**config.mk**
```make
export PLATFORM = sky130hd
export DESIGN_NAME = cache_fa_top
export DESIGN_NICKNAME = d
export VERILOG_FILES = /design/src/hw/cache_pkg.sv /design/src/hw/tag_cam.sv /design/src/hw/cache_data_mem.sv /design/src/hw/cache_controller.sv /design/src/hw/perf_counters.sv /design/src/hw/cache_fa_top.sv
export SDC_FILE = /design/constraint.sdc
export NUM_CORES = 2
export LEC_CHECK = 0
export BUFFER_PORTS_ARGS = -buffer_cell sky130_fd_sc_hd__buf_2
export CORE_MARGIN = 2
export CORE_UTILIZATION = 40
export DETAILED_ROUTE_END_ITERATION = 7
export PLACE_DENSITY = 0.6
export SETUP_SLACK_MARGIN = 0.15
export SYNTH_ARGS = -nofsm -noshare
export SYNTH_HDL_FRONTEND = slang
export SYNTH_HIERARCHICAL = 1
export SYNTH_SLANG_ARGS = --single-unit
```
**constraint.sdc**
```tcl
create_clock -name clock_i -period 7.6 [get_ports clock_i]
set_clock_uncertainty 0.05 [all_clocks]
set_input_delay 1.14 -clock clock_i [delete_from_list [all_inputs] [get_ports clock_i]]
set_output_delay 1.14 -clock clock_i [all_outputs]
set_load 0.03 [all_outputs]
```
**src/hw/cache_pkg.sv**
```systemverilog
package cache_pkg;

	// ----------------------------------------------------------
	// address split
	// ----------------------------------------------------------
	localparam int word_addr_bits = 16;                    // word addressed core space
	localparam int block_bits     = 2;                     // 4 words per block
	localparam int line_count     = 8;
	localparam int line_bits      = 3;                     // log2 of line_count
	localparam int tag_bits       = word_addr_bits - block_bits;
	localparam int ram_addr_bits  = line_bits + block_bits; // {line, word}
	localparam int wb_adr_bits    = 4;                     // byte offsets 0x0 to 0xC

	typedef logic [31:0]               word_t;
	typedef logic [word_addr_bits-1:0] word_addr_t;
	typedef logic [tag_bits-1:0]       tag_t;
	typedef logic [line_bits-1:0]      line_idx_t;

	// ----------------------------------------------------------
	// bundles between blocks
	// ----------------------------------------------------------
	typedef struct packed {
		logic       req;    // held until done
		logic       rw;     // 1 = write
		word_addr_t addr;
		word_t      wdata;
	} core_req_t;

	typedef struct packed {
		logic       req;
		logic       rw;     // 1 = writeback, 0 = fill
		word_addr_t addr;   // block aligned
	} mem_cmd_t;

	typedef struct packed {
		logic hit;
		logic miss;
		logic writeback;
	} cache_event_t;

	typedef enum logic [2:0] {
		s_idle,
		s_lookup,
		s_rd_wait,
		s_wb_cmd,
		s_wb_data,
		s_fill_cmd,
		s_fill_data,
		s_done
	} ctrl_state_e;

	// wishbone register map
	typedef enum logic [wb_adr_bits-1:0] {
		reg_ctrl   = 4'h0,
		reg_hits   = 4'h4,
		reg_misses = 4'h8,
		reg_wbacks = 4'hC
	} reg_addr_e;

endpackage

```
**src/hw/tag_cam.sv**
```systemverilog
module tag_cam (
	input  logic                 clock_i,
	input  logic                 rst_i,
	input  cache_pkg::tag_t      tag_i,          // lookup and install tag
	input  logic                 wren_i,         // install tag at line_i
	input  cache_pkg::line_idx_t line_i,
	input  logic                 set_dirty_i,
	input  logic                 clr_dirty_i,
	input  logic                 advance_i,      // bump fifo pointer
	output logic                 hit_o,
	output cache_pkg::line_idx_t hit_line_o,
	output cache_pkg::line_idx_t victim_o,
	output cache_pkg::tag_t      victim_tag_o,
	output logic                 victim_valid_o,
	output logic                 victim_dirty_o
);
	import cache_pkg::*;

	tag_t                  tags_q [line_count];  // tag payload
	logic [line_count-1:0] valid_q;
	logic [line_count-1:0] dirty_q;
	line_idx_t             ptr_q;                // oldest line

	// parallel compare over all valid entries
	always_comb begin
		hit_o      = 1'b0;
		hit_line_o = '0;
		for (int i = 0; i < line_count; i++) begin
			if (valid_q[i] && (tags_q[i] == tag_i)) begin
				hit_o      = 1'b1;
				hit_line_o = line_idx_t'(i);
			end
		end
	end

	assign victim_o       = ptr_q;
	assign victim_tag_o   = tags_q[ptr_q];
	assign victim_valid_o = valid_q[ptr_q];
	assign victim_dirty_o = dirty_q[ptr_q];

	always_ff @(posedge clock_i) begin
		if (wren_i)
			tags_q[line_i] <= tag_i;
	end

	// ----------------------------------------------------------
	// valid, dirty and fifo pointer
	// ----------------------------------------------------------
	always_ff @(posedge clock_i) begin
		if (rst_i) begin
			valid_q <= '0;                     // cold cache
			dirty_q <= '0;
			ptr_q   <= '0;
		end else begin
			if (wren_i) begin
				valid_q[line_i] <= 1'b1;
				dirty_q[line_i] <= 1'b0;           // fresh fill is clean
			end else if (set_dirty_i) begin
				dirty_q[line_i] <= 1'b1;
			end else if (clr_dirty_i) begin
				dirty_q[line_i] <= 1'b0;
			end
			if (advance_i)
				ptr_q <= ptr_q + 1'b1;             // wraps at line_count
		end
	end

endmodule

```
**src/hw/cache_data_mem.sv**
```systemverilog
module cache_data_mem (
	input  logic                                clock_i,
	input  logic [cache_pkg::ram_addr_bits-1:0] addr_i,   // {line, word}
	input  logic                                we_i,
	input  cache_pkg::word_t                    wdata_i,
	output cache_pkg::word_t                    rdata_o   // one cycle after addr_i
);
	import cache_pkg::*;

	localparam int depth = line_count << block_bits;

	word_t mem_q [depth];

	// read returns old contents on a same-cycle write
	always_ff @(posedge clock_i) begin
		if (we_i)
			mem_q[addr_i] <= wdata_i;
		rdata_o <= mem_q[addr_i];
	end

endmodule

```
**src/hw/cache_controller.sv**
```systemverilog
module cache_controller (
	input  logic                                clock_i,
	input  logic                                rst_i,
	input  logic                                enable_i,
	// core side
	input  cache_pkg::core_req_t                core_i,
	output logic                                done_o,          // one cycle pulse
	output logic                                hit_o,           // original lookup result
	output cache_pkg::word_t                    rdata_o,
	// tag cam
	output cache_pkg::tag_t                     cam_tag_o,
	output logic                                cam_wren_o,
	output cache_pkg::line_idx_t                cam_line_o,
	output logic                                cam_set_dirty_o,
	output logic                                cam_clr_dirty_o,
	output logic                                cam_advance_o,
	input  logic                                cam_hit_i,
	input  cache_pkg::line_idx_t                cam_hit_line_i,
	input  cache_pkg::line_idx_t                cam_victim_i,
	input  cache_pkg::tag_t                     cam_victim_tag_i,
	input  logic                                cam_victim_valid_i,
	input  logic                                cam_victim_dirty_i,
	// data ram
	output logic [cache_pkg::ram_addr_bits-1:0] ram_addr_o,
	output logic                                ram_we_o,
	output cache_pkg::word_t                    ram_wdata_o,
	input  cache_pkg::word_t                    ram_rdata_i,
	// external memory
	output cache_pkg::mem_cmd_t                 mem_cmd_o,
	input  logic                                mem_ready_i,
	output logic                                mem_write_o,
	input  logic                                mem_ready_write_i,
	output cache_pkg::word_t                    mem_wdata_o,
	output logic                                mem_read_o,
	input  logic                                mem_ready_read_i,
	input  cache_pkg::word_t                    mem_rdata_i,
	// perf events
	output cache_pkg::cache_event_t             event_o
);
	import cache_pkg::*;

	ctrl_state_e           state_q, state_d;
	logic [block_bits-1:0] wcnt_q;         // word within block for wb and fill
	logic                  rd_valid_q;     // ram output matches wcnt_q
	logic                  first_q;        // first lookup of this request
	logic                  hit_q;
	word_t                 rdata_q;

	tag_t                  req_tag;
	logic [block_bits-1:0] req_word;
	logic                  wb_xfer, fill_xfer;
	logic                  wb_last, fill_last;
	logic                  in_lookup;

	assign req_tag   = core_i.addr[word_addr_bits-1:block_bits];
	assign req_word  = core_i.addr[block_bits-1:0];
	assign in_lookup = (state_q == s_lookup);

	assign wb_xfer   = mem_write_o && mem_ready_write_i;
	assign fill_xfer = (state_q == s_fill_data) && mem_ready_read_i;
	assign wb_last   = wb_xfer && (wcnt_q == '1);
	assign fill_last = fill_xfer && (wcnt_q == '1);

	// ----------------------------------------------------------
	// next state
	// ----------------------------------------------------------
	always_comb begin
		state_d = state_q;
		case (state_q)
			s_idle:      if (enable_i && core_i.req) state_d = s_lookup;
			s_lookup: begin
				if (cam_hit_i)
					state_d = s_rd_wait;
				else if (cam_victim_valid_i && cam_victim_dirty_i)
					state_d = s_wb_cmd;             // evict dirty victim first
				else
					state_d = s_fill_cmd;
			end
			s_rd_wait:   state_d = s_done;
			s_wb_cmd:    if (mem_ready_i) state_d = s_wb_data;
			s_wb_data:   if (wb_last) state_d = s_fill_cmd;
			s_fill_cmd:  if (mem_ready_i) state_d = s_fill_data;
			s_fill_data: if (fill_last) state_d = s_lookup;  // replay as hit
			s_done:      state_d = s_idle;
			default:     state_d = s_idle;
		endcase
	end

	always_ff @(posedge clock_i) begin
		if (rst_i) begin
			state_q    <= s_idle;
			wcnt_q     <= '0;
			rd_valid_q <= 1'b0;
			first_q    <= 1'b0;
			hit_q      <= 1'b0;
		end else begin
			state_q <= state_d;
			case (state_q)
				s_idle: first_q <= 1'b1;
				s_lookup: begin
					first_q <= 1'b0;
					wcnt_q  <= '0;
					if (first_q)
						hit_q <= cam_hit_i;         // keep original outcome
				end
				s_wb_cmd: rd_valid_q <= 1'b1;   // word 0 addressed here
				s_wb_data: begin
					rd_valid_q <= !wb_xfer;         // new word lands a cycle later
					if (wb_xfer)
						wcnt_q <= wcnt_q + 1'b1;
				end
				s_fill_data: if (fill_xfer) wcnt_q <= wcnt_q + 1'b1;
				default: ;
			endcase
		end
	end

	always_ff @(posedge clock_i) begin
		if (state_q == s_rd_wait)
			rdata_q <= ram_rdata_i;             // capture hit data
	end

	assign done_o  = (state_q == s_done);
	assign hit_o   = hit_q;
	assign rdata_o = rdata_q;

	// ----------------------------------------------------------
	// cam and ram control
	// ----------------------------------------------------------
	assign cam_tag_o       = req_tag;
	assign cam_line_o      = in_lookup ? cam_hit_line_i : cam_victim_i;
	assign cam_wren_o      = fill_last;        // install after last word
	assign cam_advance_o   = fill_last;
	assign cam_set_dirty_o = in_lookup && cam_hit_i && core_i.rw;
	assign cam_clr_dirty_o = wb_last;

	always_comb begin
		ram_addr_o  = {cam_victim_i, wcnt_q};   // wb and fill walk the victim
		ram_we_o    = 1'b0;
		ram_wdata_o = mem_rdata_i;
		if (in_lookup) begin
			ram_addr_o  = {cam_hit_line_i, req_word};
			ram_we_o    = cam_hit_i && core_i.rw;
			ram_wdata_o = core_i.wdata;
		end else if (state_q == s_fill_data) begin
			ram_we_o = mem_ready_read_i;
		end
	end

	// ----------------------------------------------------------
	// memory command and data buffer
	// ----------------------------------------------------------
	always_comb begin
		mem_cmd_o.req  = (state_q == s_wb_cmd) || (state_q == s_fill_cmd);
		mem_cmd_o.rw   = (state_q == s_wb_cmd);
		mem_cmd_o.addr = (state_q == s_wb_cmd) ?
			{cam_victim_tag_i, {block_bits{1'b0}}} :
			{req_tag, {block_bits{1'b0}}};
	end

	assign mem_write_o = (state_q == s_wb_data) && rd_valid_q;
	assign mem_wdata_o = ram_rdata_i;
	assign mem_read_o  = fill_xfer;            // ack for the taken word

	// events once per request
	assign event_o.hit       = in_lookup && first_q && cam_hit_i;
	assign event_o.miss      = in_lookup && first_q && !cam_hit_i;
	assign event_o.writeback = in_lookup && !cam_hit_i
		&& cam_victim_valid_i && cam_victim_dirty_i;

endmodule

```
**src/hw/perf_counters.sv**
```systemverilog
module perf_counters (
	input  logic                              clock_i,
	input  logic                              rst_i,
	// wishbone classic slave
	input  logic                              wb_cyc_i,
	input  logic                              wb_stb_i,
	input  logic                              wb_we_i,
	input  logic [cache_pkg::wb_adr_bits-1:0] wb_adr_i,
	input  cache_pkg::word_t                  wb_dat_i,
	output cache_pkg::word_t                  wb_dat_o,
	output logic                              wb_ack_o,
	// controller side
	input  cache_pkg::cache_event_t           event_i,
	output logic                              enable_o
);
	import cache_pkg::*;

	logic       ack_q;
	logic       access;       // first cycle of a bus cycle
	logic       wr_ctrl;
	logic       clear;
	logic [2:0] ev_vec;       // hit, miss, wb in counter order
	word_t      cnt_q [3];
	word_t      dat_q;
	logic       enable_q;
	reg_addr_e  adr;

	assign adr     = reg_addr_e'(wb_adr_i);
	assign access  = wb_cyc_i && wb_stb_i && !ack_q;  // ack then a dead cycle
	assign wr_ctrl = access && wb_we_i && (adr == reg_ctrl);
	assign clear   = wr_ctrl && wb_dat_i[1];          // self clearing strobe
	assign ev_vec  = {event_i.writeback, event_i.miss, event_i.hit};

	// ----------------------------------------------------------
	// bus handshake and control register
	// ----------------------------------------------------------
	always_ff @(posedge clock_i) begin
		if (rst_i) begin
			ack_q    <= 1'b0;
			enable_q <= 1'b0;       // cache parked until software enables
		end else begin
			ack_q <= access;
			if (wr_ctrl)
				enable_q <= wb_dat_i[0];
		end
	end

	// read data registered with the ack
	always_ff @(posedge clock_i) begin
		if (access) begin
			case (adr)
				reg_ctrl:   dat_q <= {31'b0, enable_q};
				reg_hits:   dat_q <= cnt_q[0];
				reg_misses: dat_q <= cnt_q[1];
				reg_wbacks: dat_q <= cnt_q[2];
				default:    dat_q <= '0;
			endcase
		end
	end

	// ----------------------------------------------------------
	// event counters
	// ----------------------------------------------------------
	always_ff @(posedge clock_i) begin
		for (int i = 0; i < 3; i++) begin
			if (rst_i || clear)
				cnt_q[i] <= '0;
			else if (ev_vec[i])
				cnt_q[i] <= cnt_q[i] + 1'b1;
		end
	end

	assign wb_ack_o = ack_q;
	assign wb_dat_o = dat_q;
	assign enable_o = enable_q;

endmodule

```
**src/hw/cache_fa_top.sv**
```systemverilog
module cache_fa_top (
	input  logic                              clock_i,
	input  logic                              rst_i,
	// core
	input  cache_pkg::core_req_t              core_i,
	output logic                              done_o,
	output logic                              hit_o,
	output cache_pkg::word_t                  rdata_o,
	// external memory
	output cache_pkg::mem_cmd_t               mem_cmd_o,
	input  logic                              mem_ready_i,
	output logic                              mem_write_o,
	input  logic                              mem_ready_write_i,
	output cache_pkg::word_t                  mem_wdata_o,
	output logic                              mem_read_o,
	input  logic                              mem_ready_read_i,
	input  cache_pkg::word_t                  mem_rdata_i,
	// wishbone
	input  logic                              wb_cyc_i,
	input  logic                              wb_stb_i,
	input  logic                              wb_we_i,
	input  logic [cache_pkg::wb_adr_bits-1:0] wb_adr_i,
	input  cache_pkg::word_t                  wb_dat_i,
	output cache_pkg::word_t                  wb_dat_o,
	output logic                              wb_ack_o
);
	import cache_pkg::*;

	// ----------------------------------------------------------
	// internal nets
	// ----------------------------------------------------------
	tag_t                     cam_tag, victim_tag;
	line_idx_t                cam_line, hit_line, victim;
	logic                     cam_wren, set_dirty, clr_dirty, advance;
	logic                     cam_hit, victim_valid, victim_dirty;
	logic [ram_addr_bits-1:0] ram_addr;
	logic                     ram_we;
	word_t                    ram_wdata, ram_rdata;
	cache_event_t             events;
	logic                     enable;

	cache_controller u_ctrl (
		.clock_i            (clock_i),
		.rst_i              (rst_i),
		.enable_i           (enable),
		.core_i             (core_i),
		.done_o             (done_o),
		.hit_o              (hit_o),
		.rdata_o            (rdata_o),
		.cam_tag_o          (cam_tag),
		.cam_wren_o         (cam_wren),
		.cam_line_o         (cam_line),
		.cam_set_dirty_o    (set_dirty),
		.cam_clr_dirty_o    (clr_dirty),
		.cam_advance_o      (advance),
		.cam_hit_i          (cam_hit),
		.cam_hit_line_i     (hit_line),
		.cam_victim_i       (victim),
		.cam_victim_tag_i   (victim_tag),
		.cam_victim_valid_i (victim_valid),
		.cam_victim_dirty_i (victim_dirty),
		.ram_addr_o         (ram_addr),
		.ram_we_o           (ram_we),
		.ram_wdata_o        (ram_wdata),
		.ram_rdata_i        (ram_rdata),
		.mem_cmd_o          (mem_cmd_o),
		.mem_ready_i        (mem_ready_i),
		.mem_write_o        (mem_write_o),
		.mem_ready_write_i  (mem_ready_write_i),
		.mem_wdata_o        (mem_wdata_o),
		.mem_read_o         (mem_read_o),
		.mem_ready_read_i   (mem_ready_read_i),
		.mem_rdata_i        (mem_rdata_i),
		.event_o            (events)
	);

	tag_cam u_cam (
		.clock_i        (clock_i),
		.rst_i          (rst_i),
		.tag_i          (cam_tag),
		.wren_i         (cam_wren),
		.line_i         (cam_line),
		.set_dirty_i    (set_dirty),
		.clr_dirty_i    (clr_dirty),
		.advance_i      (advance),
		.hit_o          (cam_hit),
		.hit_line_o     (hit_line),
		.victim_o       (victim),
		.victim_tag_o   (victim_tag),
		.victim_valid_o (victim_valid),
		.victim_dirty_o (victim_dirty)
	);

	cache_data_mem u_ram (
		.clock_i (clock_i),
		.addr_i  (ram_addr),
		.we_i    (ram_we),
		.wdata_i (ram_wdata),
		.rdata_o (ram_rdata)
	);

	perf_counters u_perf (
		.clock_i  (clock_i),
		.rst_i    (rst_i),
		.wb_cyc_i (wb_cyc_i),
		.wb_stb_i (wb_stb_i),
		.wb_we_i  (wb_we_i),
		.wb_adr_i (wb_adr_i),
		.wb_dat_i (wb_dat_i),
		.wb_dat_o (wb_dat_o),
		.wb_ack_o (wb_ack_o),
		.event_i  (events),
		.enable_o (enable)
	);

endmodule

```
Word level (Yosys, flattened, before mapping)
Memories as Yosys holds them, arrays and structs flattened. A register that Yosys moved wholly into a read port is not among the register bits.
Index checks and enable logic that the tools add are counted.
W data, S select, Z words.
Word-level totals
  bits in registers: 93
  bits in writable memories: 1232
  bits of input ports: 126
  logic and storage cells: 164
  memories kept: 3
Cells by class
  $add $sub $neg: 5
  $lt $le $gt $ge: 3
  equal/unequal tests: 26
  mux-type cells: 64
  bitwise logic cells: 7
  reductions and logical operators: 44
Memory list
  u_ram.mem_q: words 32, bits a word 32, read ports 1, clocked after memory_dff 1, wr ports 1, line cache_data_mem.sv:12  | word_t mem_q [depth];
  u_cam.tags_q: words 8, bits a word 14, read ports 9, clocked after memory_dff 1, wr ports 1, line tag_cam.sv:19  | tag_t tags_q [line_count];
  u_perf.cnt_q: words 3, bits a word 32, read ports 3, clocked after memory_dff 0, wr ports 3, line perf_counters.sv:23  | word_t cnt_q [3];
Operators with widths (count)
  $mux W32: 4
  $pmux W32 S4: 1
  $eq A14 B14 Y1: 8
  $add A32 B1 Y32 const B: 3
  $mux W3: 14
  $logic_and A1 B1 Y1: 30
  $mux W1: 29
  $mux W8: 3
  $pmux W3 S8: 1
  $mux W16: 1
  $or A8 B8 Y8: 2
  $eq A3 B3 Y1 const B: 4
  $and A8 B8 Y8: 1
  $eq A4 B4 Y1 const B: 2
  $lt A3 B4 Y1 const B: 2
  $mux W2: 4
  $ne A2 B1 Y1 const B: 4
  $not A8 Y8: 1
  $bmux W1 S3: 2
  $eq A3 B2 Y1 const B: 2
  $ne A2 B2 Y1 const B: 3
  $pmux W2 S3: 1
  $reduce_bool A3 Y1: 2
  $mux W5: 1
  other kinds (17): 24

Longest topological paths before layout
An unclocked memory read counts as a cell.
  depth in word-level cells: 20
  gate-level depth with buffers: 18

Cells and area by module
The synthesis kept the hierarchy.
Modules (own cells, without submodules)
  cache_data_mem: times used 1, cells each 2107, area an instance 39666.8 um^2, sequential area each 31390.1 um^2
  perf_counters: times used 1, cells each 689, area an instance 7330.8 um^2, sequential area each 3883.7 um^2
  tag_cam: times used 1, cells each 453, area an instance 6673.9 um^2, sequential area each 3803.6 um^2
  cache_controller: times used 1, cells each 295, area an instance 2571.2 um^2, sequential area each 1121.1 um^2

Worst setup path before layout
No wires, ideal clock.
  path type: in2reg
  start point: input core_i[36] (netlist bit)
  end point: memory u_ram/mem_q[24][0] (netlist bit), enable pin
  setup time: 0.461 ns
  data arrival time: 5.567 ns
  path slack: 1.521 ns
  stages: 12
  path buffers: 3
  cells stage by stage: buf_4 > buf_4 > xnor2_1 > nand4_1 > or4_4 > o41ai_1 > or4_1 > and3_1 > or2_2 > or3b_2 > clkbuf_1 > nor3_1
On the way
  word-level cells in the longest chain between the ends: 14
  elaborated cells on any way between the ends: 36
  those cells by class: eq/ne (8); mux (19); reduce/logical (9)
Ends and longest elaborated chain
  start: declaration: line cache_fa_top.sv:5  | input cache_pkg::core_req_t core_i,
  $eq A14 B14 Y1: line tag_cam.sv:29  | if (valid_q[i] && (tags_q[i] == tag_i)) begin
  $logic_and A1 B1 Y1: line tag_cam.sv:29
  $mux W1 (7 in series): line tag_cam.sv:29
  $mux W1 *: line tag_cam.sv:29
  net cam_hit: line cache_fa_top.sv:35  | logic cam_hit, victim_valid, victim_dirty;
  $logic_and A1 B1 Y1 *: line cache_controller.sv:143  | ram_we_o = cam_hit_i && core_i.rw;
  $mux W1 *: line cache_controller.sv:141  | if (in_lookup) begin
  net ram_we: line cache_fa_top.sv:37  | logic ram_we;
  $mux W1 *: line cache_data_mem.sv:16  | if (we_i)
  $mux W1 (not written as such) *: line cache_data_mem.sv:17  | mem_q[addr_i] <= wdata_i;
  end: declaration: line cache_data_mem.sv:12
The timed path passes the listed nets; every way through them passes the cells marked *.

Worst setup path in the final report
  start point: input core_i[35] (netlist bit)
  end point: memory u_ram/mem_q[15][26] (netlist bit), enable pin
Same word-level chain as after synthesis.

==> impl_results.md <==
* Via-to-Cell Ratio at 5.53
* Final Critical Period at 5180 ps
* Synth Flop Type: edfxtp_1
* DR iter-0 viols at 2977
* DP HPWL at 84600 um
* Clock latency on the worst-skew pair at 780 ps
* Grt ovf at 0
* WHS Path Cells at 0
* Vias at 31.7k
* Cell area power density at 274 nW/um2
* Final WL at roughly 140000 um
* CTS tree: yes
* Post-synth EDFFs at 1296
* Gpl congestion at 0.783
* Largest net degree at the start of global routing at 132
* Pre-antenna DRT Iters at 7
* Avg Cell Area, Syn at 15.9 um2
* Worst hold path endpoint: u_ctrl/rdata_o[30]
* Reg-to-reg slack, setup at around 2600 ps
* Tightest Pin Transition at 1250 ps
* Req. time, crit path at 7970 ps
* Most frequent cell after synthesis: edfxtp_1
* PortBufs at 212
* Fill cell count at 12.2k
* Peak supply drop at approximately 0.00026 V
* Netlist area before placement at 56200 um2
* Chip width at 379 um
* Final ANT Viol Nets at 0
* Global-route wire length before repair at just over 200000 um
* Netlist cell types at 75
* Max-slew violation count at 0
* Post-synth top area share at 69.2%
* PostCTS Resize Cnt at 0
* Cell taking the most area after synthesis: edfxtp_1
* Max_cap viols at 0
* # setup viols final at 0
* Slowest cell on crit path: nor2_4
* Initial Util at 40.3%
* Slew margin rel. at 16.6%
* Worst setup EP type: flop
* Top Ports at about 250
* Worst Min Path Start: u_ram/rdata_o[30]
* Crit-path max FO at 19
* Worst path top cell family by delay: simple AND/OR/NAND/NOR gates
* Clock sink total at 1360
* CP startpoint kind: input port
* Share of cells above drive strength 1 at 17.7%
* Synth Warn # at 6
* Diodes inserted at 0
* Vias in the first global route at just over 30k
* Reg clk slew, reported paths at around 60 ps
* Hold Violations, Final at 0
* Crit-path cells: buf_2, xnor2_1, nand4_1, or4_4, o41ai_1, or4_1, and3_1, or2_2, nand3_1, nor2_4, buf_4
* CP Class: input port to flop
* Avg WL per Cell at 25.1 um
* Worst r2r src: u_ctrl/state_q[0]
* Synth Instances at ~3.5k
* Die Y-Extent at 379 um
* Synth top cells by count: edfxtp_1, mux2i_1, o22ai_1, nand2_1, nor2_1
* Fin crit share at 68.1%
* Largest stage delay, worst path at 930 ps
* DRC at 0
* Post-CTS Setup Bufs at 0
* Hold Crit Class: flop to flop
* R2R depth at 7
* Post-synthesis async set-or-reset flop share at 0%
* Fmax achieved at 193 MHz
* Nets at 3867
* Top cells by area, synth: edfxtp_1, mux2i_1, o22ai_1, dfxtp_1, xnor2_1
* Area delta synth->final at 13.6%
* Dpl cell area at 59200 um2
* Levels on crit path at 11
* H-Tree Depth at 4
* TNS Setup at 0 ps
* Seq cells post-synth at between 1k and 1.5k
* Max Root-Sink Buffers at 3
* Status: finished, final reports clean
* Std cell rows at 137
* Sequential fraction of the synthesis area at between 70% and 80%
* P_leak at roughly 0.020 uW
* Number of antenna violations at the first check in global routing at 3
* Final Cell Area at 63900 um2
* CP arrival at between 5000 and 6000 ps
* Core area at 140000 um2
* TritonCTS buffer count at 146
* Die area at 144000 um2
* FF-to-FF End: u_ram/mem_q[15][26]
* Total track usage at 19.8%
* RSZ-0062 raised after global routing: no
* Worst Path Buf+Inv at 2
* Hold buffer count at cts at 0
* CTS root buffer: clkbuf_16
-- routing by layer --
layer	wire, um	vias to the layer above	GRT usage, %
met5	0	-	0
met4	4080	0	6.63
met3	7840	210	2.98
met2	67800	929	31.5
met1	63900	16268	27.6
li1	-	14263	-
-- where the power goes --
part           total, uW  switching [uW]  internal [uW]
logic               1750            1250            502
registers           8870            90.5           8780
clock network       6900            2940           3950
total              17500            4280          13200
-- cell usage in the layout (no fill, tap or decap), drive strengths merged, types with 6 or more instances in the layout --
cell type and count:
edfxtp 1296, or4 35, o21ai 23, xor2 15
nand2 202, nand3b 6, xnor2 133, a22oi 39
or3 19, buf 305, nand3 49, mux4 33
nor4 84, clkbuf 204, a21oi 62, nor2 147
nand4b 6, o22ai 256, mux2i 520, mux2 59
inv 26, nand4bb 6, nor3 17, nand2b 9
dfxtp 64, nand4 50, o31ai 29, and2 15
and4 14, clkinv 50, and3 19
-- worst reg2reg max path: cells and delay by family, from the launching register on --
| kind | cells | cell delay, ps |
|---|---|---|
| buffers and inverters | 2 | 1120 |
| flip-flops | 1 | 560 |
| AND/OR/NAND/NOR | 5 | 2950 |
-- state kept, by name (all words and copies together), names as in the netlist, 2 cells and up, named ones only --
register / cells
u_ctrl/wcnt_q: 2
u_ram/mem_q: 1024
u_ram/rdata_o: 32
u_cam/tags_q: 112
u_ctrl/state_q: 3
u_cam/valid_q: 8
u_perf/wb_dat_o: 32
u_cam/victim_o: 3
u_ctrl/rdata_o: 32
u_perf/cnt_q: 96
-- worst max path at each step --
stage / startpoint / end / slack, ps
CTS: core_i[35] / u_ram/mem_q[4][30] / 2500
global placement: core_i[35] / u_ram/mem_q[1][12] / 1680
global route: core_i[36] / u_ram/mem_q[15][10] / 2300
floorplan: core_i[36] / u_ram/mem_q[24][0] / 1520
finish: core_i[35] / u_ram/mem_q[15][26] / 2420
detailed placement: core_i[35] / u_ram/mem_q[4][9] / 1670
-- layout make-up --
cell class	count	area [um2]	share of cell area, %
sequential	1360	40200	62.9
inverter	22	82.6	0.129
tap	1876	2350	3.67
multi-input combinational	1901	14800	23.1
clock buffer	204	4090	6.39
clock inverter	60	589	0.922
timing repair buffer	305	1810	2.83
-- through the flow --
stage / utilization [%] / setup WS, ps / std cells / power [uW] / hold slack, ps
floorplan: - / 1520 / 3545 / 10200 / 359
global placement: 42.4 / 1680 / 5464 / 10800 / 364
detailed placement: 42.4 / 1670 / 5464 / 10800 / 362
CTS: 45.8 / 2500 / 5728 / 17700 / 377
global route: 45.8 / 2300 / 5728 / 18100 / 381
finish: 45.8 / 2420 / 5728 / 17500 / 375
-- kinds of logic after synthesis --
kind of cell | share of synthesized area (%)
muxes | 11.8
xor gates and xnor gates | 2.33
buffers and inverters | 2.82
AOI/OAI and AO/OA | 4.84
and+or+nand+nor | 6.66
DFF | 71.5
adders and majority gates | 0.111
other | 0.00667
(Power assumes the default switching activity.)
